### src/hdl/rv_pkg.sv
//--------------------------------------------------------------------------
// RV32 subsystem shared types
//--------------------------------------------------------------------------
package rv_pkg;

    // basic widths
    typedef logic [31:0] word_t;
    typedef logic [31:0] addr_t;
    typedef logic [31:0] instr_t;
    typedef logic [3:0]  sel_t;
    typedef logic [4:0]  reg_idx_t;

    //----------------------------------------------------------------------
    // wishbone classic
    //----------------------------------------------------------------------
    typedef struct packed {
        logic  cyc;
        logic  stb;
        logic  we;
        addr_t adr;
        sel_t  sel;
        word_t dat;
    } wb_m2s_t;

    typedef struct packed {
        logic  ack;
        word_t dat;
    } wb_s2m_t;

    // memory geometry, word addressed by adr[11:2]
    localparam int mem_words = 1024;
    typedef logic [9:0] mem_idx_t;

    //----------------------------------------------------------------------
    // base opcodes
    //----------------------------------------------------------------------
    typedef logic [6:0] op_t;

    localparam op_t OP_IMM = 7'b0010011;
    localparam op_t OP     = 7'b0110011;
    localparam op_t LOAD   = 7'b0000011;
    localparam op_t STORE  = 7'b0100011;
    localparam op_t BRANCH = 7'b1100011;
    localparam op_t SYSTEM = 7'b1110011;

    // instruction sequencer
    typedef enum logic [2:0] {
        idle,
        fetch,
        execute,
        memory,
        halt
    } exec_state_t;

endpackage

### src/hdl/rv_mem_arbiter.sv
//--------------------------------------------------------------------------
// Three-master priority arbiter
//--------------------------------------------------------------------------
module rv_mem_arbiter (
    input  logic            clk,
    input  logic            rst_n,
    input  rv_pkg::wb_m2s_t data_bus,
    input  rv_pkg::wb_m2s_t fetch_bus,
    input  rv_pkg::wb_m2s_t host_bus,
    output rv_pkg::wb_s2m_t data_rsp,
    output rv_pkg::wb_s2m_t fetch_rsp,
    output rv_pkg::wb_s2m_t host_rsp,
    output rv_pkg::wb_m2s_t mem_bus,
    input  rv_pkg::wb_s2m_t mem_rsp
);

    // one-hot, bit 0 data, bit 1 fetch, bit 2 host
    logic [2:0] req;
    logic [2:0] owner_q;
    logic [2:0] grant;
    logic       owner_active;

    assign req          = {host_bus.cyc, fetch_bus.cyc, data_bus.cyc};
    assign owner_active = |(owner_q & req);

    // current owner keeps the bus until its cyc drops
    always_comb begin
        if (owner_active) begin
            grant = owner_q;
        end else if (req[0]) begin
            grant = 3'b001;
        end else if (req[1]) begin
            grant = 3'b010;
        end else if (req[2]) begin
            grant = 3'b100;
        end else begin
            grant = 3'b000;
        end
    end

    always_ff @(posedge clk or negedge rst_n) begin
        if (!rst_n) begin
            owner_q <= '0;
        end else begin
            owner_q <= grant;
        end
    end

    always_comb begin
        unique case (grant)
            3'b001:  mem_bus = data_bus;
            3'b010:  mem_bus = fetch_bus;
            3'b100:  mem_bus = host_bus;
            default: mem_bus = '0;
        endcase
    end

    // read data fans out, ack only to the owner
    always_comb begin
        data_rsp      = mem_rsp;
        fetch_rsp     = mem_rsp;
        host_rsp      = mem_rsp;
        data_rsp.ack  = mem_rsp.ack & grant[0];
        fetch_rsp.ack = mem_rsp.ack & grant[1];
        host_rsp.ack  = mem_rsp.ack & grant[2];
    end

endmodule

### config.mk
export PLATFORM = sky130hd
export DESIGN_NAME = rv_mem_arbiter
export DESIGN_NICKNAME = d
export VERILOG_FILES = /design/src/hdl/rv_pkg.sv /design/src/hdl/rv_mem_arbiter.sv
export SDC_FILE = /design/constraint.sdc
export NUM_CORES = 1
export LEC_CHECK = 0
export BUFFER_PORTS_ARGS = -buffer_cell sky130_fd_sc_hd__buf_2
export CAP_MARGIN = 20
export CORE_AREA = 2 2 165 167
export CTS_BUF_LIST = sky130_fd_sc_hd__clkbuf_16
export DETAILED_ROUTE_END_ITERATION = 10
export DIE_AREA = 0 0 167 169
export PLACE_DENSITY = 0.33
export SKIP_LAST_GASP = 1
export SLEW_MARGIN = 10
export SYNTH_ARGS = -nofsm -noshare
export SYNTH_HDL_FRONTEND = slang
export SYNTH_SLANG_ARGS = --single-unit
### constraint.sdc
create_clock -name clk -period 2.8 [get_ports clk]
set_clock_uncertainty 0.2 [all_clocks]
set_input_delay 0.42 -clock clk [delete_from_list [all_inputs] [get_ports clk]]
set_output_delay 0.42 -clock clk [all_outputs]
set_load 0.02 [all_outputs]
Word-level counts from Yosys, hierarchy flattened --
Cells that the tools add are included.
Word-level totals: register bits after elaboration 3, input port bits 248, output and inout bits 170, logic and storage cells 14
Cells by class: equal/unequal tests 3, multiplexer cells 5, bitwise gates (word level) 4, reductions and logical operators 1
Operators by type and width (count):
- case mux 71 bit (3 select lines) | 1
- two-way mux 3 bit | 4
- AND 1 bit | 3
- AND 3 bit | 1
- equality test 3 x 1 -> 1 bit, second input constant | 1
- equality test 3 x 2 -> 1 bit, second input constant | 1
- equality test 3 bit, second input constant | 1
- OR reduction 3 bit | 1

Logic depth before layout (Yosys ltp) --
word-level depth 6, gate-level depth with buffers 7, mapped depth without buffers 4

Worst setup path after synthesis --
OpenSTA, ideal clock, no wires.
kind input-to-output, start point in data_bus[70] (netlist bit), end point out mem_bus[0] (netlist bit), arrival time 1536 ps, data required time 2180 ps, path slack 644 ps, stages 7, path buffers 3, cell sequence clkbuf_2 > a211oi_1 > o21a_1 > buf_6 > buf_6 > a222oi_1 > inv_1
RTL lines:
- start, declared | RTL line rv_mem_arbiter.sv:7 | input rv_pkg::wb_m2s_t data_bus,
- end, declared | RTL line rv_mem_arbiter.sv:13 | output rv_pkg::wb_m2s_t mem_bus,

==> impl_metrics.yaml <==
worst_setup_path:
  endpoint: "mem_bus[55]"
  path_class: "reg2out"
  crit-reg2reg-launch: "owner_q[1]$_DFF_PN0_"
  r2r_end: "owner_q[0]$_DFF_PN0_"
  cp.required_ns: 2.18
  arrival_ns: 2.05
  critPathSlowestCell: "a222oi_1"
  crit_fanout: 37
  startpoint: "owner_q[1]$_DFF_PN0_"
  cp_cell_sequence: "nor3b_1, o21a_2, buf_6, a222oi_1, inv_1, buf_2"
  rrSetupSlack_ns: 1.27
  rr_worst_depth: 3
  slowest_delay_ns: 0.54
  cp-end-kind: "output port"
  crit_path_start_kind: "flop"
yosys:
  ys_warn_count: 0
  netlist-cell-type-count: 24
  synth-main-ff-cell: "dfrtp_1"
  synth_nets: 537
  seq_area_frac_synth: 0.0358
  synth_top_cell_by_area: "buf_4"
  synth_commonest_cells: "97 x buf_4, 72 x inv_1, 70 x a222oi_1"
  ys_ff_latch: 3
  synth_edf_count: 0
  synth_area_leaders: "buf_4 35%, a222oi_1 33%, inv_1 13%"
  synth_top_area_share: 0.347
  syn_area_per_cell_um2: 7.26
  synthMostInstantiatedCell: "buf_4"
  async_flop_share: 1.00
  synth_area_mm2: 0.00210
  synthCells: 289
hold_path:
  hold_class: "in2async"
layout:
  n_antenna_cell: 0
  largest_register_ffs: 3
  area_growth_syn_to_layout_pct: 56.1
  layout-drive-gt1-share: 0.647
  top_regs: "owner_q x3"
  fillers: 3064
  nets: 716
  top_register: "owner_q"
place:
  io_buffers: 289
  gp_congestion: 0.658
  dp_hpwl_um: 8940
cts:
  cts_sinks: 3
  h-tree-depth: 1
  clk_path_buf_depth: 2
  numCtsBuffers: 3
  cts_root_buffer: "clkbuf_16"
  cts_tree: "built"
  path_clk_slew_ns: 0.03
  worstSkewPairLatency_ns: 0.22
timing:
  tightest_slew_ns: 0.491
  fin_crit_ns: 2.67
  hold_viol: 0
  rsz0062_at_grt: "no"
  relSlewSlack: 0.672
  setup-tns-final_ns: 0
  fin_crit_sh: 0.952
  slew_violations: 0
  max_freq_mhz: 375
  setup_viol: 0
  hold_slack_ns: 0.325
detailed_routing:
  wl_per_cell_um: 13.2
  via_per_inst: 3.58
  first_pass_iters: 6
  num_vias: 2890
  drtIter0Drc: 286
  drc_errors: 0
  final_antenna_net_count: 0
  wl_um: 10700
floorplanning:
  core_mm2: 0.0265
  die_h_um: 169
  initial_utilization: 0.0792
  die_area_mm2: 0.0282
  rows: 60
  die_x_um: 167
  ioPinCount: 418
flow_run:
  cap_violations: 0
global_routing:
  first_global_vias: 2709
  grt_antenna_before_repair: 0
  grt_overflow: 0
  grt_pass1_wl_um: 14800
  grt_max_degree: 38
  track_usage: 0.0656
power:
  p_leak_nw: 2.09
  total_power_mw: 1.56
  power_density_mw_per_mm2: 476
  peakVddDrop_mv: 0.293
run_status:
  status: "completed"
[final cells by class]
type                    count  area (um2)  share of cell area
repair buffers            296        1570               0.479
multi-input cells          92         856               0.261
well taps                 341         427               0.130
inverters                  72         270              0.0825
flip-flops and latches      3        76.3              0.0233
clock buffers               3        75.1              0.0229
clock inverters             1        3.75             0.00115
[critical path: cells and delay by family (launching register included)]
kind | cells | cell delay, ns
AO/OA/AOI/OAI | 2 | 0.77
AND/OR/NAND/NOR | 1 | 0.17
flip-flops | 1 | 0.43
buffers and inverters | 3 | 0.43
[per-layer routing]
layer | global-route usage | share of wire | vias to the layer above
li1 | - | - | 1333
met1 | 0.0673 | 0.34 | 1294
met2 | 0.130 | 0.52 | 228
met3 | 0.0115 | 0.10 | 35
met4 | 0.0285 | 0.043 | 0
met5 | 0 | 0 | -
[how the worst min path moves through the flow]
stage	start	end	slack, ns	cells past startpoint
floorplan	rst_n	owner_q[0]$_DFF_PN0_	-0.08	0
global route	rst_n	owner_q[0]$_DFF_PN0_	0.33	2
detailed placement	rst_n	owner_q[0]$_DFF_PN0_	0.02	1
finish	rst_n	owner_q[2]$_DFF_PN0_	0.32	2
global placement	rst_n	owner_q[2]$_DFF_PN0_	0.02	1
CTS	rst_n	owner_q[2]$_DFF_PN0_	0.33	2
[through the flow]
step	setup slack [ns]	cell area, um2	cells	utilization
2_1_floorplan	0.644	2100	289	-
3_3_place_gp	0.152	3180	803	0.120
3_5_place_dp	0.172	3180	803	0.120
4_1_cts	0.00123	3270	808	0.123
5_1_grt	0.0408	3280	808	0.124
6_report	0.134	3280	808	0.124
[cell usage in the layout, fill, tap and decap left out]
| master | count |
|---|---|
| buf_2 | 289 |
| inv_1 | 73 |
| a222oi_1 | 70 |
| buf_12 | 5 |
| clkbuf_16 | 3 |
| nor2_1 | 2 |
| o21bai_1 | 2 |
| a22oi_1 | 2 |
| nor3b_1 | 2 |
| o21a_2 | 2 |
| nor2b_1 | 2 |
| dfrtp_1 | 2 |
| a21oi_1 | 1 |
| a221oi_1 | 1 |
| a22o_1 | 1 |
| mux2i_1 | 1 |
| a211oi_1 | 1 |
| o21ai_0 | 1 |
| and3_2 | 1 |
| nor3_1 | 1 |
| xnor2_1 | 1 |
| and2_1 | 1 |
| dlygate4sd3_1 | 1 |
| dfrtp_2 | 1 |
| buf_6 | 1 |
[power breakdown]
group / internal, mW / total [mW] / switching [mW]
clock network: 0.184 / 0.222 / 0.0377
logic: 0.510 / 1.26 / 0.752
registers: 0.0549 / 0.0754 / 0.0205
total: 0.749 / 1.56 / 0.810
[timing repair]
item	in CTS	in global routing
pin swaps	1	1
setup endpoints to repair	1	1
endpoints found under the hold margin	3	0
setup buffers	0	0
hold buffers	1	0
resized for setup	0	2
[kinds of logic (layout without fill, tap and decap cells)]
group | count (synthesis) | in the layout | share of synthesized area
XOR/XNOR | 1 | 1 | 0.00417
multiplexers | 1 | 1 | 0.00477
AND/OR/NAND/NOR | 9 | 9 | 0.0250
flip-flops | 3 | 3 | 0.0358
AO/OA/AOI/OAI | 81 | 81 | 0.372
buffers and inverters | 194 | 372 | 0.558
Note: power is estimated with default switching activity, not from simulation.
