--- src/hdl/rv_pkg.sv ---
//--------------------------------------------------------------------------
// RV32 subsystem shared types
//--------------------------------------------------------------------------
package rv_pkg;

    // basic widths
    typedef logic [31:0] word_t;
    typedef logic [31:0] addr_t;
    typedef logic [31:0] instr_t;
    typedef logic [3:0]  sel_t;
    typedef logic [4:0]  reg_idx_t;

    //----------------------------------------------------------------------
    // wishbone classic
    //----------------------------------------------------------------------
    typedef struct packed {
        logic  cyc;
        logic  stb;
        logic  we;
        addr_t adr;
        sel_t  sel;
        word_t dat;
    } wb_m2s_t;

    typedef struct packed {
        logic  ack;
        word_t dat;
    } wb_s2m_t;

    // memory geometry, word addressed by adr[11:2]
    localparam int mem_words = 1024;
    typedef logic [9:0] mem_idx_t;

    //----------------------------------------------------------------------
    // base opcodes
    //----------------------------------------------------------------------
    typedef logic [6:0] op_t;

    localparam op_t OP_IMM = 7'b0010011;
    localparam op_t OP     = 7'b0110011;
    localparam op_t LOAD   = 7'b0000011;
    localparam op_t STORE  = 7'b0100011;
    localparam op_t BRANCH = 7'b1100011;
    localparam op_t SYSTEM = 7'b1110011;

    // instruction sequencer
    typedef enum logic [2:0] {
        idle,
        fetch,
        execute,
        memory,
        halt
    } exec_state_t;

endpackage

--- src/hdl/rv_fetch.sv ---
//--------------------------------------------------------------------------
// Program counter and instruction fetch master
//--------------------------------------------------------------------------
module rv_fetch (
    input  logic            clk,
    input  logic            rst_n,
    input  logic            fetch_go,
    input  logic            pc_load,
    input  rv_pkg::addr_t   next_pc,
    output rv_pkg::wb_m2s_t bus,
    input  rv_pkg::wb_s2m_t bus_rsp,
    output logic            fetch_valid,
    output rv_pkg::instr_t  instr,
    output rv_pkg::addr_t   pc
);

    // read in flight, set after the first request cycle
    logic busy_q;

    // request starts in the fetch_go cycle, pc is already stable then
    always_comb begin
        bus.cyc = fetch_go | busy_q;
        bus.stb = fetch_go | busy_q;
        bus.we  = 1'b0;
        bus.adr = pc;
        bus.sel = '1;
        bus.dat = '0;
    end

    always_ff @(posedge clk or negedge rst_n) begin
        if (!rst_n) begin
            busy_q      <= 1'b0;
            fetch_valid <= 1'b0;
            pc          <= '0;
        end else begin
            if (busy_q) begin
                busy_q <= !bus_rsp.ack;
            end else begin
                busy_q <= fetch_go;
            end
            fetch_valid <= busy_q & bus_rsp.ack;
            if (pc_load) begin
                pc <= next_pc;
            end
        end
    end

    // instruction word held until the next fetch completes
    always_ff @(posedge clk) begin
        if (busy_q && bus_rsp.ack) begin
            instr <= bus_rsp.dat;
        end
    end

endmodule

--- config.mk ---
export PLATFORM = sky130hd
export DESIGN_NAME = rv_fetch
export DESIGN_NICKNAME = d
export VERILOG_FILES = /design/src/hdl/rv_pkg.sv /design/src/hdl/rv_fetch.sv
export SDC_FILE = /design/constraint.sdc
export NUM_CORES = 1
export LEC_CHECK = 0
export ABC_AREA = 1
export BUFFER_PORTS_ARGS = -buffer_cell sky130_fd_sc_hd__buf_2
export CAP_MARGIN = 20
export CORE_UTILIZATION = 41
export DETAILED_ROUTE_END_ITERATION = 7
export PLACE_DENSITY = 0.88
export SYNTH_ARGS = -nofsm -noshare
export SYNTH_HDL_FRONTEND = slang
export SYNTH_SLANG_ARGS = --single-unit
--- constraint.sdc ---
create_clock -name clk -period 1.8 [get_ports clk]
set_input_delay 0.36 -clock clk [delete_from_list [all_inputs] [get_ports clk]]
set_output_delay 0.36 -clock clk [all_outputs]
set_load 0.01 [all_outputs]
[After elaboration in Yosys (flattened, before gate mapping)]
Index checks and enable logic that the tools add are counted.
Word-level totals
  flip-flop bits (word level): 66
  input bits: 69
  output and inout bits: 136
  word-level logic and storage cells: 9
Operators by class
  multiplexer cells: 1
  bitwise logic cells: 2
  reductions and logical operators: 2
Operator list (count)
  AND 1 bit: 1
  logical AND 1 bit: 1
  zero test 1 bit: 1
  two-way mux 1 bit: 1
  bitwise OR 1 bit: 1

[Longest topological paths before layout]
Gate-level depths: netlist (run 1).
  depth in word-level cells: 2
  gate-level depth with buffers: 5

[Least setup slack after synthesis (run 1)]
Ideal clock, no wire load.
  kind: register to register
  start point: register busy_q
  end point: register instr[0] (enable)
  setup time: 0.387 ns
  arrival: 1.050 ns
  required time: 1.413 ns
  setup slack: 0.362 ns
  cell stages (with the launch flop): 3
  path buffers: 0
  path through: dfrtp_1 -> nand2_1 -> inv_1
On the way
  longest elaborated chain between the ends: 1
RTL lines
  from (decl): RTL line rv_fetch.sv:18  | logic busy_q;
  from (signal assigned): RTL line rv_fetch.sv:37  | busy_q <= !bus_rsp.ack;
  from (signal assigned): RTL line rv_fetch.sv:39  | busy_q <= fetch_go;
  logical AND 1 bit: RTL line rv_fetch.sv:50  | if (busy_q && bus_rsp.ack) begin
  to (signal assigned): RTL line rv_fetch.sv:51  | instr <= bus_rsp.dat;
  to (decl): RTL line rv_fetch.sv:13  | output rv_pkg::instr_t instr,
No other way between the ends.
A chain may end at the register's enable or synchronous reset.

==> flow_summary.ini, run 1 <==
[outcome]
outcome = completed

[power_and_ir_drop]
powerDensity_nw_per_um2 = 1050
swShare_pct = 24.7
p_leak_nw = 1.96
power_frac_seq_pct = 47.1
comb_power_share_pct = 13.8
p_sw_mw = 0.932
p_int_mw = 2.85
peakVddDrop_mv = 0.502
clockPowerShare_pct = 39.1

[clocking]
holdBufCountCts = 0
clkSlewWorstSetupHoldPaths_ns = 0.08
cts_resized = 0
post-cts-setup-buffers = 0
cts.path.max_buffers = 2
cts_root_buf = clkbuf_8
clkLatencyLatePin_ns = 0.33
cts_inserted_buffers = 9
ctsHtreeMaxLevel = 3
clkSinkCount = 66
cts_tree = built

[placement]
dp_cells = 473
io_buffers = 167
place.gp.congestion = 0.747
dp_hpwl_mm = 4.37

[worst_setup_path]
required_ns = 1.44
rr_endpoint = instr[6]
critPathMaxFanout = 4
regToRegStartpoint = busy_q
cp-end-kind = output port
critPathLaunchType = flop
critPathArrivalTime_ns = 1.18
cp_cell_sequence = or2_2 > buf_2
critPathKind = flop to output port
crit_slowest_cell = dfrtp_1
critical_path.max_stage_delay_ns = 0.41
crit_start = busy_q
rrSetupSlack_ns = 0.60
reg2regPathDepth = 3

[sta]
hold_viol = 0
worst_pin_slew_ns = 0.755
fmax_mhz = 648
holdWs_ns = 0.0926
setup_viol = 0
skew_ns = 0.00856
slew_violations = 0
totalNegativeSetupSlack_ns = 0
slew_headroom_pct = 49.6
finalCriticalPeriod_ns = 1.54
min_period_over_period_pct = 85.7
rsz0062_at_grt = false

[yosys]
yosysTopAreaCell = edfxtp_1
synth_flop_cell = dfrtp_1
netlist_top_cells_count = nand2_1, buf_4, dfrtp_1
synthTopCellsByArea = edfxtp_1, dfrtp_1, buf_4, nand2_1, nand2_2
yosysWarnings = 0
async_reset_ff_share_pct = 51.5
syn_inst = 250
synth_edf_count = 32
syn-cell-area_um2 = 2870
synth_seq_cells = 66
post-synth-top-count-cell = nand2_1
yosysUniqueCellTypes = 12
avgSynthCellArea_um2 = 11.5
synth_seq_area_share_pct = 63.1
synthDominantCellAreaShare_pct = 33.5

[grt]
gr-total-overflow = 0
grt_pass1_vias = 1652
grt_max_degree = 35
antenna_found_initial = 0
track_usage_pct = 15.3
grt_pass1_wl_mm = 8.30

[floorplan]
core-area_um2 = 6790
die_area_um2 = 7340
fp-row-count = 30
initial_utilization_pct = 42.2
die_h_um = 85.7
die_width_um = 85.7
io_pins = 205

[finish]
nets = 457
utilization_pct = 52.9
fillers = 591
diodes = 0
area_growth_pct = 25.3
stdcell_count = 489
final_layout_size_suffix_gt1_share_pct = 49.9

[routing]
drt-vias-per-instance = 4.04
ant_nets = 0
drcViolationCount = 0
firstDrtPassIters = 4
routedWlPerCell_um = 11.7
wl_mm = 5.71
num_vias = 1976
first_iter_violations = 79

[worst_hold_path]
hp-class = primary input to async pin

[job]
max-cap-violations = 0
kinds of logic after synthesis:
| group | Yosys count | share of synthesized area, % |
|---|---|---|
| buf+inv | 81 | 22.4 |
| flops | 66 | 63.1 |
| other cells | 2 | 0.262 |
| simple gates | 101 | 14.2 |
layer usage:
layer  track usage (%)  part of all wire [%]
met2              26.7                    51
met3              6.16                    10
met5                 0                     0
met4              5.91                   1.3
met1              16.8                    37
worst max-delay path, delay by kind of cell, from the launching register on:
| kind | cells | cell delay, ns |
|---|---|---|
| AND/OR/NAND/NOR | 1 | 0.30 |
| buffers and inverters | 1 | 0.15 |
| flip-flops | 1 | 0.41 |
power by group through the flow:
stage / sequential [mW] / combinational (mW) / clock [mW]
3_5_place_dp: 1.81 / 0.530 / 0
5_1_grt: 1.80 / 0.576 / 1.59
6_report: 1.78 / 0.522 / 1.48
2_1_floorplan: 1.87 / 0.347 / 0
3_3_place_gp: 1.81 / 0.518 / 0
4_1_cts: 1.78 / 0.530 / 1.52
placed cells by master (no fill, tap or decap), types with 2 or more instances in the layout:
cell type	netlist	layout
clkinv_4	0	2
nand2_2	10	10
bufinv_16	0	3
conb_1	2	37
clkbuf_8	3	9
buf_2	0	167
buf_4	70	2
inv_1	3	3
dfrtp_1	34	34
edfxtp_1	32	32
nand2_1	90	90
flip-flops by register name, indices dropped and copies added (netlist names):
signal / cells
pc: 32
busy_q: 1
fetch_valid: 1
instr: 32
layout make-up:
type	instances	area, um^2	area share, %
multi-input combinational	138	546	15.2
tap	96	120	3.34
sequential	66	1810	50.4
inverter	4	22.5	0.627
clock inverter	6	115	3.20
timing repair buffer	169	851	23.7
clock buffer	10	128	3.55
worst max-delay path by stage:
stage               endpoint  slack [ns]  cells after the start
floorplan           instr[0]        0.36                      2
global placement     bus[70]        0.54                      3
detailed placement   bus[69]        0.53                      3
CTS                  bus[69]        0.24                      2
global route         bus[69]        0.21                      2
finish               bus[69]        0.26                      2
through the flow:
step           area [um^2]  power (mW)  setup WS, ns
5_1_grt               3590        3.96         0.207
3_3_place_gp          3350        2.33         0.540
2_1_floorplan         3000        2.21         0.362
4_1_cts               3590        3.84         0.236
3_5_place_dp          3350        2.34         0.526
6_report              3590        3.78         0.257
(Power assumes the default switching activity.)
==> run 2, diff against run 1 <==
--- a/config.mk
+++ b/config.mk
@@ -6,11 +6,12 @@
 export NUM_CORES = 1
 export LEC_CHECK = 0
 export ABC_AREA = 1
-export BUFFER_PORTS_ARGS = -buffer_cell sky130_fd_sc_hd__buf_2
+export BUFFER_PORTS_ARGS = -buffer_cell sky130_fd_sc_hd__clkbuf_2
 export CAP_MARGIN = 20
-export CORE_UTILIZATION = 41
+export CORE_UTILIZATION = 42
+export CTS_BUF_LIST = sky130_fd_sc_hd__clkbuf_2 sky130_fd_sc_hd__clkbuf_4 sky130_fd_sc_hd__clkbuf_8
 export DETAILED_ROUTE_END_ITERATION = 7
-export PLACE_DENSITY = 0.88
+export PLACE_DENSITY = 0.9
 export SYNTH_ARGS = -nofsm -noshare
 export SYNTH_HDL_FRONTEND = slang
 export SYNTH_SLANG_ARGS = --single-unit
==> run 2 against run 1 <==
  * The run now ends with DRC left
  * Flip-flop and latch count stayed put
  * Maximum frequency rose by 1.2%
  * Total power down 1.9%
  * Non-clock buffer count is 1 higher
  * Worst setup slack improved by 0.019 ns
  * Die area down 2.3%
  * Critical path depth is the same
  * Routed wire length increased by 7.5%
  * Combinational power grew 1%
  * Hold slack got worse by 0.040 ns
  * Core utilization increased by 2.3 points
  * Critical path type unchanged
  * Largest power group unchanged
==> flow_summary.ini, run 2 (same netlist as run 1, synthesis figures left out) <==
[clocking]
cts_resized = 0
clkSlewWorstSetupHoldPaths_ns = 0.08
cts_inserted_buffers = 9
post-cts-setup-buffers = 0
cts.path.max_buffers = 2
clkLatencyLatePin_ns = 0.33
cts_root_buf = clkbuf_8
clkSinkCount = 66
cts_tree = built
ctsHtreeMaxLevel = 3
holdBufCountCts = 0

[routing]
ant_nets = 0
drt-vias-per-instance = 4.27
firstDrtPassIters = 8
routedWlPerCell_um = 13.0
drcViolationCount = 14
wl_mm = 6.14
first_iter_violations = 96
num_vias = 2009

[worst_setup_path]
critPathLaunchType = flop
cp-end-kind = output port
critPathArrivalTime_ns = 1.16
worst-path-buf-inv = 1
crit_start = busy_q
critPathKind = flop to output port
worst-path-stages = 2
required_ns = 1.44
cp_cell_sequence = or2_2 > clkbuf_2
critical_path.max_stage_delay_ns = 0.41
critPathMaxFanout = 4
crit_slowest_cell = dfrtp_1
reg2regPathDepth = 3
regToRegStartpoint = busy_q
rrSetupSlack_ns = 0.61
critPathTopFamily = flip-flops
rr_endpoint = instr[1]

[power_and_ir_drop]
clockPowerShare_pct = 37.5
power_frac_seq_pct = 48.2
comb_power_share_pct = 14.2
p_leak_nw = 1.98
p_total_mw = 3.71
p_sw_mw = 0.968
peakVddDrop_mv = 0.520
swShare_pct = 26.1
p_int_mw = 2.74
powerDensity_nw_per_um2 = 1040

[floorplan]
fp-row-count = 29
initial_utilization_pct = 44.4
die_h_um = 84.7
die_area_um2 = 7170
core-area_um2 = 6460
io_pins = 205
die_width_um = 84.7

[sta]
slew_violations = 0
rsz0062_at_grt = false
slew_headroom_pct = 65.3
hold_viol = 0
setup_viol = 0
fmax_mhz = 656
totalNegativeSetupSlack_ns = 0
finalCriticalPeriod_ns = 1.52
worst_pin_slew_ns = 0.520
min_period_over_period_pct = 84.6
skew_ns = 0.00811

[placement]
place.gp.congestion = 0.737
dp_cells = 455
dp_hpwl_mm = 4.77
io_buffers = 167

[finish]
stdcell_count = 471
utilization_pct = 55.2
fillers = 569
top_regs = instr x32, pc x32
final_layout_size_suffix_gt1_share_pct = 50.3
nets = 458
area_growth_pct = 24.2
layout_common_cells = clkbuf_2, nand2_1, conb_1, dfrtp_1, edfxtp_1
diodes = 0
final_common_cell = clkbuf_2

[outcome]
violations = DRC
outcome = complete, but fails checks

[grt]
gr-total-overflow = 0
track_usage_pct = 17.2
antenna_found_initial = 0
grt_pass1_wl_mm = 9.25
grt_max_degree = 35
grt_pass1_vias = 1891

[job]
max-cap-violations = 0

[worst_hold_path]
hp-class = primary input to async pin
==> run 2: changes by cell type in the layout (fill, tap and decap cells not counted) <==
cell / before / now
buf_2: 167 / 0
clkbuf_8: 9 / 10
clkbuf_1: 1 / 0
bufinv_16: 3 / 2
clkbuf_2: 0 / 167
buf_4: 2 / 3
clkinv_2: 0 / 1
==> run 2: final cells by class <==
cell class | count | area (um^2) | share of cell area, %
sequential | 66 | 1810 | 50.9
timing repair buffer | 170 | 858 | 24.1
multi-input combinational | 138 | 546 | 15.3
clock buffer | 10 | 138 | 3.86
tap | 77 | 96.3 | 2.70
clock inverter | 6 | 90.1 | 2.53
inverter | 4 | 22.5 | 0.632
==> run 2: worst max-delay path by stage <==
stage and endpoint:
2_1_floorplan instr[0], 3_3_place_gp instr[27], 3_5_place_dp pc[29], 4_1_cts bus[69], 5_1_grt bus[69], 6_report bus[69]
==> run 2: power groups by stage <==
stage | clock [mW] | sequential [mW] | combinational, mW
global route | 1.49 | 1.80 | 0.581
detailed placement | 0 | 1.82 | 0.534
CTS | 1.42 | 1.79 | 0.536
floorplan | 0 | 1.87 | 0.347
global placement | 0 | 1.81 | 0.519
finish | 1.39 | 1.79 | 0.528
==> run 2: per-stage QoR <==
| step | hold slack, ns | area (um^2) | setup WS, ns |
|---|---|---|---|
| 3_3_place_gp | 0.403 | 3330 | 0.573 |
| 5_1_grt | 0.0715 | 3560 | 0.216 |
| 3_5_place_dp | 0.422 | 3330 | 0.532 |
| 2_1_floorplan | 0.0644 | 3000 | 0.362 |
| 4_1_cts | 0.0517 | 3560 | 0.255 |
| 6_report | 0.0523 | 3560 | 0.276 |
==> run 2: per-layer routing <==
| metal | global-route usage (%) | vias up | part of all wire [%] |
|---|---|---|---|
| li1 | - | 951 | - |
| met1 | 17.7 | 918 | 35 |
| met2 | 32.6 | 131 | 53 |
| met3 | 6.00 | 9 | 11 |
| met4 | 5.39 | 0 | 0.99 |
| met5 | 0 | - | 0 |
