**src/hdl/rv_pkg.sv**
```systemverilog
//--------------------------------------------------------------------------
// RV32 subsystem shared types
//--------------------------------------------------------------------------
package rv_pkg;

    // basic widths
    typedef logic [31:0] word_t;
    typedef logic [31:0] addr_t;
    typedef logic [31:0] instr_t;
    typedef logic [3:0]  sel_t;
    typedef logic [4:0]  reg_idx_t;

    //----------------------------------------------------------------------
    // wishbone classic
    //----------------------------------------------------------------------
    typedef struct packed {
        logic  cyc;
        logic  stb;
        logic  we;
        addr_t adr;
        sel_t  sel;
        word_t dat;
    } wb_m2s_t;

    typedef struct packed {
        logic  ack;
        word_t dat;
    } wb_s2m_t;

    // memory geometry, word addressed by adr[11:2]
    localparam int mem_words = 1024;
    typedef logic [9:0] mem_idx_t;

    //----------------------------------------------------------------------
    // base opcodes
    //----------------------------------------------------------------------
    typedef logic [6:0] op_t;

    localparam op_t OP_IMM = 7'b0010011;
    localparam op_t OP     = 7'b0110011;
    localparam op_t LOAD   = 7'b0000011;
    localparam op_t STORE  = 7'b0100011;
    localparam op_t BRANCH = 7'b1100011;
    localparam op_t SYSTEM = 7'b1110011;

    // instruction sequencer
    typedef enum logic [2:0] {
        idle,
        fetch,
        execute,
        memory,
        halt
    } exec_state_t;

endpackage

```
**src/hdl/rv_lsu.sv**
```systemverilog
//--------------------------------------------------------------------------
// Load/store bus master
//--------------------------------------------------------------------------
module rv_lsu (
    input  logic            clk,
    input  logic            rst_n,
    input  logic            lsu_go,
    input  rv_pkg::addr_t   lsu_addr,
    input  rv_pkg::word_t   lsu_wdata,
    input  logic            lsu_store,
    output rv_pkg::wb_m2s_t bus,
    input  rv_pkg::wb_s2m_t bus_rsp,
    output logic            lsu_done,
    output rv_pkg::word_t   lsu_rdata
);
    import rv_pkg::*;

    logic  busy_q;
    addr_t addr_q;
    word_t wdata_q;
    logic  store_q;

    // first cycle comes straight from exec, later cycles from the latches
    always_comb begin
        bus.cyc = lsu_go | busy_q;
        bus.stb = lsu_go | busy_q;
        bus.we  = busy_q ? store_q : lsu_store;
        bus.adr = busy_q ? addr_q : lsu_addr;
        bus.sel = '1;
        bus.dat = busy_q ? wdata_q : lsu_wdata;
    end

    always_ff @(posedge clk or negedge rst_n) begin
        if (!rst_n) begin
            busy_q   <= 1'b0;
            lsu_done <= 1'b0;
        end else begin
            if (busy_q) begin
                busy_q <= !bus_rsp.ack;
            end else begin
                busy_q <= lsu_go;
            end
            lsu_done <= busy_q & bus_rsp.ack;
        end
    end

    always_ff @(posedge clk) begin
        if (lsu_go && !busy_q) begin
            addr_q  <= lsu_addr;
            wdata_q <= lsu_wdata;
            store_q <= lsu_store;
        end
        if (busy_q && bus_rsp.ack) begin
            lsu_rdata <= bus_rsp.dat;
        end
    end

endmodule

```
**config.mk**
```make
export PLATFORM = sky130hd
export DESIGN_NAME = rv_lsu
export DESIGN_NICKNAME = d
export VERILOG_FILES = /design/src/hdl/rv_pkg.sv /design/src/hdl/rv_lsu.sv
export SDC_FILE = /design/constraint.sdc
export NUM_CORES = 1
export LEC_CHECK = 0
export BUFFER_PORTS_ARGS = -buffer_cell sky130_fd_sc_hd__buf_2
export CORE_UTILIZATION = 48
export CTS_CLUSTER_SIZE = 25
export DETAILED_ROUTE_END_ITERATION = 8
export GPL_TIMING_DRIVEN = 0
export MAX_ROUTING_LAYER = met4
export PLACE_DENSITY = 0.84
export SKIP_CTS_REPAIR_TIMING = 1
export SLEW_MARGIN = 20
export SYNTH_ARGS = -nofsm -noshare
export SYNTH_HDL_FRONTEND = slang
export SYNTH_SLANG_ARGS = --single-unit
```
**constraint.sdc**
```tcl
create_clock -name clk -period 7.08 [get_ports clk]
set_input_delay 0 -clock clk [delete_from_list [all_inputs] [get_ports clk]]
set_output_delay 0 -clock clk [all_outputs]
set_load 0.03 [all_outputs]
```
# Word-level counts from Yosys, hierarchy flattened

Cells that the tools add are included.

Output and inout bits: 104
Input bits: 101
Bits in registers: 99
Word-level logic and storage cells: 16

Bitwise gates (word level): 2
Multiplexer cells: 4
Reduce and logical (&&, ||, !) cells: 4

Operator list:

| operator            | number |
|---|---|
| $mux W32            | 2 |
| $logic_and A1 B1 Y1 | 2 |
| $logic_not A1 Y1    | 2 |
| $mux W1             | 2 |
| $and A1 B1 Y1       | 1 |
| $or A1 B1 Y1        | 1 |

# Longest topological paths before layout

Gate-level depths: netlist of the first run.

Depth in word-level cells: 2
Gate-level depth with buffers: 5
Mapped depth without buffers: 2

# Least setup slack after synthesis of the first run

No wires, ideal clock.

Path kind: register to register
From: reg busy_q
To: reg addr_q[0], enable pin
Library setup time: 0.497 ns
Buffers on the path: 2
Cell stages (with the launch flop): 4
Setup slack: 3.047 ns
Period minus slack after synthesis: 4.033 ns
Arrival: 3.535 ns
Required time: 6.583 ns
Path through: dfrtp_1 buf_6 buf_6 nor2b_1

Word-level cells in the longest chain between the ends: 2

RTL lines:

| what                     | line         | source |
|---|---|---|
| start: declaration       | rv_lsu.sv:18 | `logic busy_q;` |
| start signal: assignment | rv_lsu.sv:39 | `busy_q <= !bus_rsp.ack;` |
| start signal: assignment | rv_lsu.sv:41 | `busy_q <= lsu_go;` |
| $logic_not A1 Y1         | rv_lsu.sv:48 | `if (lsu_go && !busy_q) begin` |
| $logic_and A1 B1 Y1      | rv_lsu.sv:48 |  |
| end signal: assignment   | rv_lsu.sv:49 | `addr_q <= lsu_addr;` |
| end: declaration         | rv_lsu.sv:19 | `addr_t addr_q;` |

Every way passes these cells.
A chain may end at the register's enable or synchronous reset.

# Worst setup path after layout of the first run

From: reg busy_q
To: reg lsu_rdata[30], enable pin

Word-level cells in the longest chain between the ends: 1

RTL lines:

| what                   | line         | source |
|---|---|---|
| $logic_and A1 B1 Y1    | rv_lsu.sv:53 | `if (busy_q && bus_rsp.ack) begin` |
| end signal: assignment | rv_lsu.sv:54 | `lsu_rdata <= bus_rsp.dat;` |
| end: declaration       | rv_lsu.sv:14 | `output rv_pkg::word_t lsu_rdata` |

Every way passes these cells.

==> results.md, run 1 <==
- Result of the run: finished clean
- H-tree level count: 3
- Most frequent cell on the critical path: sky130_fd_sc_hd__buf_6
- Seq/Total Area, Yosys: 0.7693
- Effective utilization at floorplan: 0.4984
- Proportion of total power due to net switching: 0.2990
- Worst min-delay path class: input port to flop
- Instance area at placement: 0.005047 mm^2
- Net switching power of the design: 452.9 uW
- Later-pin clock latency in the skew report: 360 ps
- Count of input and output buffers: 200
- Netlist Area Pre-Place: 0.003851 mm^2
- Largest net degree at the start of global routing: 34
- Unrepaired setup endpoints after global routing: false
- Fraction of registers with async set or reset after synthesis: 0.02020
- Buffer type at the clock tree root: sky130_fd_sc_hd__clkbuf_8
- Family with the most delay on the worst path: simple AND/OR/NAND/NOR gates
- Largest voltage drop on the vdd net: 0.0001419 V
- Fillers: 415
- Data required, critical path: 7070 ps
- Wire length of the first global-routing pass: 12.25 mm
- Seq cells post-synth: 99
- Final setup fails: 0
- Clock slew at reported path FFs: 100 ps
- Post-layout minimum cycle time: 1890 ps
- Post-DRT Antenna Nets: 0
- Final std cells w/o fill: 606
- CP Cell Sequence: buf_6 > buf_6 > buf_6 > and2_2
- Share of the synthesized area in the top cell type: 0.7563
- Fraction of the core area covered by cells at the end of the flow: 0.8106
- Netlist cell types: 13
- Total wire length after detailed routing: 11.21 mm
- Biggest cell delay along the critical path: 660 ps
- Most repeated cell in the gate-level netlist after synthesis: sky130_fd_sc_hd__edfxtp_1
- Average via count per standard cell: 4.886
- Worst relative slew slack: 0.4941
- Area of the multi-input gates: 808.3 um^2
- Violation count after the first detailed-routing iteration: 77
- Slowest cell on the critical path: sky130_fd_sc_hd__and2_2
- Share of cells above drive strength 1: 0.5893
- Largest cells by area after synthesis: sky130_fd_sc_hd__edfxtp_1, sky130_fd_sc_hd__mux2_2, sky130_fd_sc_hd__mux2_4
- Number of antenna violations at the first check in global routing: 0
- Setup_tns: 0 ps
- Count of pins on the block boundary: 205
- Maximum count of clock buffers along a single path: 2
- Placed cell count: 490
- Routed vias: 2,961
- Overall power consumption: 1.514 mW
- Final max-slew violation count: 0
- Final-stage net count: 600
- Overall fraction of global-route tracks in use: 0.2011
- CTS tree: built
- Placeable Area: 0.007727 mm^2
- Data arrival, critical path: 1880 ps
- Number of placement rows: 32
- Leakage power: 2.652 nW
- Vias in the first global route: 2,444
- Maximum clock rate: 529.1 MHz
- Number of DRC violations after detailed routing: 0
- Die span in y: 91.57 um
- P_int: 1.062 mW
- Synth Flop Type: sky130_fd_sc_hd__edfxtp_1
- Detailed placer's ending HPWL: 5.975 mm
- Top cells by count, synth: sky130_fd_sc_hd__edfxtp_1, sky130_fd_sc_hd__mux2_2, sky130_fd_sc_hd__mux2_4, sky130_fd_sc_hd__buf_2, sky130_fd_sc_hd__buf_4
- Area leader, netlist: sky130_fd_sc_hd__edfxtp_1
- Detailed Routing Iterations Pass 1: 6
- Remaining global-route overflow: 0
- Power share of the sequential group: 0.466
- Combined flip-flop and latch cell area: 0.002963 mm^2
- Number of buffers created by CTS: 9
- Warning count from the yosys run: 0
- Count of maximum capacitance violations: 0
- Tightest Pin Transition: 758.9 ps
- Final critical-path share of the clock period: 0.2670
- Part of the total power dissipated in the clock network: 0.262
- Cell area after layout: 0.006264 mm^2
- Kind of end point of the critical path: flop
- Die boundary width: 91.57 um
- Die area: 0.008385 mm^2
- Count of antenna diodes in the layout: 0
- Element type at the critical path start: flop
- RePlAce Congestion: 0.7784
- Layout-stage area growth over the synthesis result: 62.64%
- TritonCTS Sinks: 99
- Buffering stage count on the worst path with inverters included: 3
- Critical path fanouts, max: 33
- Layout Skew: 15.26 ps
- Per-cell routed wire length: 18.49 um
- Synthesized instance count: 183
- Average footprint of a synthesized cell: 21.04 um^2
- Logic pwr share: 0.272
- Worst setup path category: flop to flop
- Power per unit of standard cell area: 241.8 mW/mm^2
- Hold violation total from the final report: 0
- Number of flops mapped to enable cells by yosys: 97
-- path summary, 6_finish.rpt --
path                         from            end  slack [ps]  cells past startpoint
min in group asynchronous   rst_n       lsu_done         520                      3
min reg2reg                busy_q    wdata_q[22]         960                      3
max in group asynchronous   rst_n         busy_q        6430                      3
max reg2reg                busy_q  lsu_rdata[30]        5190                      4
max                        busy_q  lsu_rdata[30]        5190                      4
min                        lsu_go    wdata_q[22]         120                      2
-- layout make-up --
| cell class | instances | area share |
|---|---|---|
| clock inverters | 7 | 0.01458 |
| plain buffers | 13 | 0.01538 |
| multi-input cells | 73 | 0.1290 |
| clock buffers | 9 | 0.01978 |
| flip-flops and latches | 99 | 0.4730 |
| inverters | 1 | 0.0005993 |
| repair buffers | 302 | 0.3272 |
| well taps | 102 | 0.02038 |
-- flip-flops by register name, indices dropped and copies added (netlist names) --
signal     count
lsu_done       1
wdata_q       32
store_q        1
addr_q        32
lsu_rdata     32
busy_q         1
-- routing by layer --
metal | track usage | part of all wire
met5 | - | 0
met4 | 0.08730 | 0.016
met3 | 0.04188 | 0.051
met2 | 0.3383 | 0.57
met1 | 0.2337 | 0.36
-- kinds of logic after synthesis --
family / share of synthesized area
muxes: 0.1969
AOI/OAI and AO/OA: 0.001950
other: 0.0009737
DFF: 0.7693
buffers and inverters: 0.02599
and+or+nand+nor: 0.004876
-- stage by stage --
stage | setup slack, ps | hold slack, ps
finish | 5190 | 115.4
global placement | 1983 | -214.4
CTS | 5209 | -610.9
global route | 5072 | 99.40
detailed placement | 5234 | -213.5
floorplan | 3047 | -295.6
-- placed cells by master, fill, tap and decap left out --
cell and n:
sky130_fd_sc_hd__clkinv_1 1, sky130_fd_sc_hd__buf_6 3, sky130_fd_sc_hd__buf_16 1, sky130_fd_sc_hd__clkbuf_8 9, sky130_fd_sc_hd__buf_2 205, sky130_fd_sc_hd__bufinv_16 2
sky130_fd_sc_hd__mux2_4 7, sky130_fd_sc_hd__dfrtp_1 2, sky130_fd_sc_hd__clkinv_2 2, sky130_fd_sc_hd__inv_6 1, sky130_fd_sc_hd__nor2b_4 1, sky130_fd_sc_hd__inv_1 1
sky130_fd_sc_hd__buf_4 5, sky130_fd_sc_hd__dlygate4sd3_1 100, sky130_fd_sc_hd__clkinv_4 1, sky130_fd_sc_hd__a21o_1 1, sky130_fd_sc_hd__edfxtp_1 97, sky130_fd_sc_hd__mux2_2 58
sky130_fd_sc_hd__conb_1 4, sky130_fd_sc_hd__and2_2 1, sky130_fd_sc_hd__buf_12 1, sky130_fd_sc_hd__or2_1 1
-- power by group through the flow --
stage	clock network, mW	logic [mW]	registers [mW]
finish	0.396	0.412	0.706
global route	0.420	0.431	0.710
global placement	0	0.346	0.720
detailed placement	0	0.359	0.717
CTS	0.398	0.360	0.704
floorplan	0	0.223	0.743
Power figures use the tool's default switching activity.
==> inputs of run 2 (changes only) <==
ABC_AREA = 1   (was not set)
CORE_UTILIZATION = 45   (was 48)
PLACE_DENSITY = 0.79   (was 0.84)
clock period = 1.75 ns   (was 7.08 ns; I/O delays follow)
==> run 2 against run 1 <==
  * Register-to-register slack worse by 5000 ps
  * Worst setup slack worse by 5100 ps
  * Critical path depth is 1 higher
  * Clock power grew to 3.5 times the previous value
  * Sequential share of layout area is 0.50 points lower
  * Final cell count is 25% higher
==> results.md, run 2 <==
- Result of the run: finished clean
- Violation count after the first detailed-routing iteration: 116 (+51%)
- Post-layout minimum cycle time: 1651 ps
- Proportion of total power due to net switching: 0.3432 (+0.04414)
- Number of antenna violations at the first check in global routing: 0 (unchanged)
- Synth Flop Type: sky130_fd_sc_hd__edfxtp_1
- Count of antenna diodes in the layout: 0 (unchanged)
- Share of the synthesized area in the top cell type: 0.7493 (-0.007059)
- Clock slew at reported path FFs: 100 ps (about the same)
- Detailed placer's ending HPWL: 6.452 mm (+8.0%)
- Launch point of the critical path: busy_q
- Net switching power of the design: 2.079 mW (+360%)
- Vias in the first global route: 2,660 (+8.8%)
- Most repeated cell in the gate-level netlist after synthesis: sky130_fd_sc_hd__nand2_1
- Part of the total power dissipated in the clock network: 0.226 (-0.036)
- Largest net degree at the start of global routing: 38 (+12%)
- Hold violation total from the final report: 0 (unchanged)
- Share of cells above drive strength 1: 0.3754 (-0.2139)
- Unrepaired setup endpoints after global routing: false
- Layout Skew: 11.27 ps (-3.992 ps)
- Seq cells post-synth: 99 (unchanged)
- Detailed Routing Iterations Pass 1: 5 (-1)
- Routed vias: 3,502 (+18%)
- Final max-slew violation count: 0 (unchanged)
- Startpoint of the lowest-slack hold path: lsu_go
- CTS tree: built
- Netlist Area Pre-Place: 0.003887 mm^2 (+0.94%)
- Number of placement rows: 33 (+3.1%)
- Per-cell routed wire length: 15.01 um (-19%)
- Remaining global-route overflow: 0 (unchanged)
- Die area: 0.009015 mm^2 (+7.5%)
- Data arrival, critical path: 1650 ps (-230 ps)
- Kind of end point of the critical path: output port
- Most common library cell in the layout ignoring fill and taps: sky130_fd_sc_hd__buf_2
- Area leader, netlist: sky130_fd_sc_hd__edfxtp_1
- Die span in y: 94.95 um (+3.7%)
- Worst r2r src: busy_q
- Count of input and output buffers: 200 (unchanged)
- Power per unit of standard cell area: 956.7 mW/mm^2 (+300%)
- Maximum clock rate: 605.6 MHz
- Leakage power: 2.981 nW (+12%)
- Netlist cell types: 11 (-2)
- TritonCTS Sinks: 99 (unchanged)
- Worst min-delay path class: input port to flop
- Fillers: 510 (+23%)
- Buffer type at the clock tree root: sky130_fd_sc_hd__clkbuf_8
- Final critical-path share of the clock period: 0.9436
- Count of pins on the block boundary: 205 (unchanged)
- Wire length of the first global-routing pass: 12.48 mm (+1.9%)
- Commonest non-fill, non-tap cells in the layout: sky130_fd_sc_hd__buf_2, sky130_fd_sc_hd__nand2_1, sky130_fd_sc_hd__dlygate4sd3_1, sky130_fd_sc_hd__edfxtp_1, sky130_fd_sc_hd__clkbuf_8
- Post-DRT Antenna Nets: 0 (unchanged)
- Die boundary width: 94.95 um (+3.7%)
- Overall fraction of global-route tracks in use: 0.1935 (-0.007623)
- Number of flops mapped to enable cells by yosys: 97 (unchanged)
- Largest voltage drop on the vdd net: 0.0005649 V (+300%)
- Average footprint of a synthesized cell: 12.00 um^2 (-43%)
- Top cells by count, synth: sky130_fd_sc_hd__nand2_1, sky130_fd_sc_hd__edfxtp_1, sky130_fd_sc_hd__buf_4, sky130_fd_sc_hd__buf_6, sky130_fd_sc_hd__buf_2
- RePlAce Congestion: 0.7311 (-6.1%)
- Fraction of the core area covered by cells at the end of the flow: 0.7629 (-0.04771)
- Element type at the critical path start: flop
- Later-pin clock latency in the skew report: 360 ps (about the same)
- Critical path fanouts, max: 10 (-70%)
- Count of maximum capacitance violations: 0 (unchanged)
- Fraction of registers with async set or reset after synthesis: 0.02020 (unchanged)
- Maximum count of clock buffers along a single path: 2 (unchanged)
- Largest cells by area after synthesis: sky130_fd_sc_hd__edfxtp_1, sky130_fd_sc_hd__nand2_1, sky130_fd_sc_hd__buf_6
- Placeable Area: 0.008299 mm^2 (+7.4%)
- Worst setup path category: flop to output port
- Number of DRC violations after detailed routing: 0 (unchanged)
- Largest registers ranked by flip-flop count: addr_q (32), lsu_rdata (32), wdata_q (32)
- Seq/Total Area, Yosys: 0.7621 (-0.007181)
- Total wire length after detailed routing: 11.34 mm (+1.1%)
- Layout-stage area growth over the synthesis result: 62.86%
- P_int: 3.978 mW (+270%)
- Synthesized instance count: 324 (+77%)
- Number of buffers created by CTS: 9 (unchanged)
- Combined flip-flop and latch cell area: 0.002963 mm^2 (unchanged)
- Power share of the sequential group: 0.471 (+0.005)
- Average via count per standard cell: 4.638 (-5.1%)
- Final-stage net count: 746 (+24%)
- Area of the multi-input gates: 775.7 um^2 (-4.0%)
- Warning count from the yosys run: 0 (unchanged)
- H-tree level count: 3 (unchanged)
- Logic pwr share: 0.303 (+0.031)
- Final setup fails: 0 (unchanged)
- Data required, critical path: 1750 ps (-5320 ps)
- Effective utilization at floorplan: 0.4684 (-0.02997)
- Overall power consumption: 6.057 mW (+300%)
[run 2: logic make-up (layout without fill, tap and decap cells)]
group,after synthesis,count (layout),synth area share
buf+inv,24,347,0.04313
flops,99,99,0.7621
other cells,1,4,0.0009646
simple gates,200,200,0.1938
[run 2: stage by stage]
| stage | std cells | hold WS (ps) | area, um^2 | setup slack, ps | TNS, ps |
|---|---|---|---|---|---|
| final | 755 | 245.1 | 6331 | 98.67 | 0 |
| after global routing | 755 | 247.6 | 6331 | 4.159 | 0 |
| after CTS | 649 | -605.7 | 5258 | -224.0 | -14600 |
| after detailed placement | 633 | -214.0 | 5070 | -208.1 | -13990 |
| after global placement | 632 | -213.8 | 5050 | -692.1 | -49610 |
| after floorplan | 327 | -295.6 | 3918 | -221.6 | -14400 |
[run 2: critical path, stage by stage (launching register included)]
cell and delay (ps):
sky130_fd_sc_hd__dfrtp_1 380, sky130_fd_sc_hd__buf_6 140, sky130_fd_sc_hd__buf_6 140, sky130_fd_sc_hd__or2_2 330, sky130_fd_sc_hd__buf_4 140, sky130_fd_sc_hd__buf_2 160
[run 2: worst paths after layout]
check                           endpoint  slack [ps]  cells past startpoint
min in group asynchronous         busy_q         550                      3
max reg2reg                lsu_rdata[17]         160                      6
min                            addr_q[4]         250                      3
max                              bus[70]         100                      5
max in group asynchronous       lsu_done        1070                      3
min reg2reg                    addr_q[4]        1260                      5
[run 2: layer usage]
| metal | vias to the layer above | global-route usage | part of all wire |
|---|---|---|---|
| met4 | 0 | 0.08838 | 0.025 |
| met2 | 159 | 0.3076 | 0.54 |
| li1 | 1699 | - | - |
| met5 | - | - | 0 |
| met1 | 1620 | 0.2417 | 0.37 |
| met3 | 24 | 0.03462 | 0.057 |
[run 2: power groups by stage]
stage               Combinational (mW)  Clock [mW]  Sequential (mW)
finish                            1.84        1.37             2.85
global route                      1.97        1.47             2.87
detailed placement                1.59           0             2.90
CTS                               1.60        1.40             2.85
global placement                  1.56           0             2.90
floorplan                        0.970           0             3.00
[run 2: cell type report]
class	count	area share
timing repair buffer	305	0.3285
sequential	99	0.4680
timing repair inverter	2	0.002372
buffer	20	0.02470
inverter	4	0.003557
clock buffer	9	0.01957
multi-input combinational	204	0.1225
tap	105	0.02075
clock inverter	7	0.01008
==> inputs of run 3 (changes only) <==
==> constraint.sdc (replaced) <==
create_clock -name clk -period 1.75 [get_ports clk]
set_input_delay 0.525 -clock clk [delete_from_list [all_inputs] [get_ports clk]]
set_output_delay 0.525 -clock clk [all_outputs]
set_load 0.03 [all_outputs]
==> run 3 against run 2 <==
  * The flow now finishes with violations (setup timing)
  * Clock-buffer cell count did not move
  * Global-route usage stayed put
  * Clock skew is 3.3 ps lower
  * Fmax decreased by 20%
  * Design area decreased by 9.2%
  * Critical path depth rose by 2
  * Non-clock buffer count is 99 lower
  * Sequential power about the same
  * Via count down 13%
  * Clock power barely moved
  * Core utilization shrank 7.0 points
  * Sequential share of layout area increased by 4.7 points
==> results.md, run 3 (synthesized netlist as in run 2, its figures left out) <==
- Placed cell count: 633 (unchanged)
- Overall power consumption: 6.196 mW (+2.3%)
- Count of antenna diodes in the layout: 0 (unchanged)
- Met1 track demand over resource: 0.2417 (unchanged)
- Failing checks: setup timing
- Number of antenna violations at the first check in global routing: 0 (unchanged)
- Detailed placer's ending HPWL: 6.452 mm (unchanged)
- Worst Hold Path Cells: 1 (-2)
- Data arrival, critical path: 1530 ps (-120 ps)
- Worst R2R Setup Slack: 130 ps (-30 ps)
- Routed vias: 3,054 (-13%)
- Final critical-path share of the clock period: 1.174 (+0.2299)
- Placeable Area: 0.008299 mm^2 (unchanged)
- Layout-stage area growth over the synthesis result: 47.89%
- Endpoint of the worst-slack reg-to-reg timing path: lsu_rdata[21]
- Final max-slew violation count: 0 (unchanged)
- Die area: 0.009015 mm^2 (unchanged)
- Worst Reg2Reg Path Length in Cells: 5 (-1)
- Layout Skew: 7.934 ps (-3.332 ps)
- RePlAce Congestion: 0.7311 (unchanged)
- Remaining global-route overflow: 0 (unchanged)
- Most crowded layer after global routing: met2
- Post-DRT Antenna Nets: 0 (unchanged)
- Final-stage net count: 647 (-13%)
- Final std cells w/o fill: 656 (-13%)
- Critical path fanouts, max: 10 (unchanged)
- Fillers: 609 (+19%)
- Number of DRC violations after detailed routing: 0 (unchanged)
- Startpoint of the lowest-slack hold path: bus_rsp[25]
- Number of placement rows: 33 (unchanged)
- Total wire length after detailed routing: 9.426 mm (-17%)
- Unrepaired setup endpoints after global routing: true
- Count of maximum capacitance violations: 0 (unchanged)
- Hold violation total from the final report: 0 (unchanged)
- Die boundary width: 94.95 um (unchanged)
- Power per unit of standard cell area: 1078 mW/mm^2 (+13%)
- Setup_tns: -15,590 ps (-15,590 ps)
- Final worst hold slack: 328.6 ps (+83.54 ps)
- Count of input and output buffers: 200 (unchanged)
- Maximum count of clock buffers along a single path: 2 (unchanged)
- CTS tree: built
- Post-layout minimum cycle time: 2054 ps (+402.4 ps)
- Clock slew at reported path FFs: 110 ps (about the same)
- Hold-critical path endpoint: lsu_rdata[25]
- Buffer type at the clock tree root: sky130_fd_sc_hd__clkbuf_8
- Maximum clock rate: 486.9 MHz (-20%)
- Met2 track utilization from global routing: 0.3076 (unchanged)
- Average via count per standard cell: 4.655 (+0.37%)
- Share of cells above drive strength 1: 0.4628 (+0.08741)
- Vias in the first global route: 2,660 (unchanged)
- Most common library cell in the layout ignoring fill and taps: sky130_fd_sc_hd__nand2_1
- Commonest non-fill, non-tap cells in the layout: sky130_fd_sc_hd__nand2_1, sky130_fd_sc_hd__buf_2, sky130_fd_sc_hd__edfxtp_1, sky130_fd_sc_hd__buf_6, sky130_fd_sc_hd__clkbuf_4
- Leakage power: 2.699 nW (-9.5%)
- Later-pin clock latency in the skew report: 350 ps (about the same)
- Largest net degree at the start of global routing: 38 (unchanged)
- Largest registers ranked by flip-flop count: addr_q (32), lsu_rdata (32), wdata_q (32)
- Die span in y: 94.95 um (unchanged)
- Setup slack of the critical path after layout: -303.7 ps (-402.4 ps)
- Number of buffers created by CTS: 9 (unchanged)
- Overall fraction of global-route tracks in use: 0.1935 (unchanged)
- Worst r2r src: busy_q
- Effective utilization at floorplan: 0.4684 (unchanged)
- Per-cell routed wire length: 14.37 um (-4.3%)
- Wire length of the first global-routing pass: 12.48 mm (unchanged)
- Data required, critical path: 1220 ps (-530 ps)
- Met3 track demand over resource in global routing: 0.03462 (unchanged)
- Largest voltage drop on the vdd net: 0.0005991 V (+6.1%)
- Worst setup path category: flop to output port
- Violation count after the first detailed-routing iteration: 111 (-4.3%)
- Detailed Routing Iterations Pass 1: 4 (-1)
- Count of pins on the block boundary: 205 (unchanged)
- Kind of end point of the critical path: output port
- Final setup fails: 67 (+67)
- TritonCTS Sinks: 99 (unchanged)
- Result of the run: finished with violations
- Element type at the critical path start: flop
- H-tree level count: 3 (unchanged)
- Worst min-delay path class: input port to flop
- Fraction of the core area covered by cells at the end of the flow: 0.6927 (-0.07010)
## run 3: critical path: stages (launching register included)
cell	delay (ps)
sky130_fd_sc_hd__dfrtp_1	380
sky130_fd_sc_hd__buf_6	150
sky130_fd_sc_hd__inv_6	80
sky130_fd_sc_hd__buf_12	120
sky130_fd_sc_hd__buf_6	130
sky130_fd_sc_hd__nand2_1	60
sky130_fd_sc_hd__nand2_1	100
sky130_fd_sc_hd__buf_6	150
## run 3: how the worst max path moves through the flow
stage	from	to	slack (ps)	cells past startpoint
after global routing	busy_q	bus[59]	-380	7
after global placement	busy_q	addr_q[25]	-690	5
final	busy_q	bus[10]	-300	7
after floorplan	busy_q	addr_q[0]	-220	5
after detailed placement	busy_q	lsu_rdata[7]	-210	5
after CTS	busy_q	bus[70]	-450	5
## run 3: through the flow
| step | worst slack (ps) | cell area [um^2] |
|---|---|---|
| 3_5_place_dp | -208.1 | 5070 |
| 6_report | -303.7 | 5749 |
| 5_1_grt | -383.1 | 5749 |
| 3_3_place_gp | -692.1 | 5050 |
| 2_1_floorplan | -221.6 | 3918 |
| 4_1_cts | -449.0 | 5258 |
## run 3: where the power goes
part / total, mW / internal (mW) / switching (mW) / leakage (nW)
registers: 2.85 / 2.81 / 0.0417 / 0.937
clock network: 1.38 / 0.542 / 0.837 / 0.0882
logic: 1.97 / 0.750 / 1.22 / 1.67
total: 6.20 / 4.10 / 2.10 / 2.70
## run 3: layout make-up
class | instances | area [um^2] | area share
Timing Repair Buffer | 206 | 1428 | 0.2483
Inverter | 4 | 27.53 | 0.004788
Timing Repair inverter | 2 | 15.01 | 0.002612
Tap cell | 105 | 131.4 | 0.02285
Sequential cell | 99 | 2963 | 0.5153
Multi-Input combinational cell | 204 | 803.3 | 0.1397
Clock inverter | 7 | 63.81 | 0.01110
Clock buffer | 9 | 123.9 | 0.02155
Buffer | 20 | 193.9 | 0.03373
## run 3: per-layer routing
layer  vias up  share of wire  wire length [um]
met3        23          0.052               494
li1       1496              -                 -
met5         -              0                 0
met2       124           0.51              4849
met4         0          0.027               257
met1      1411           0.41              3824
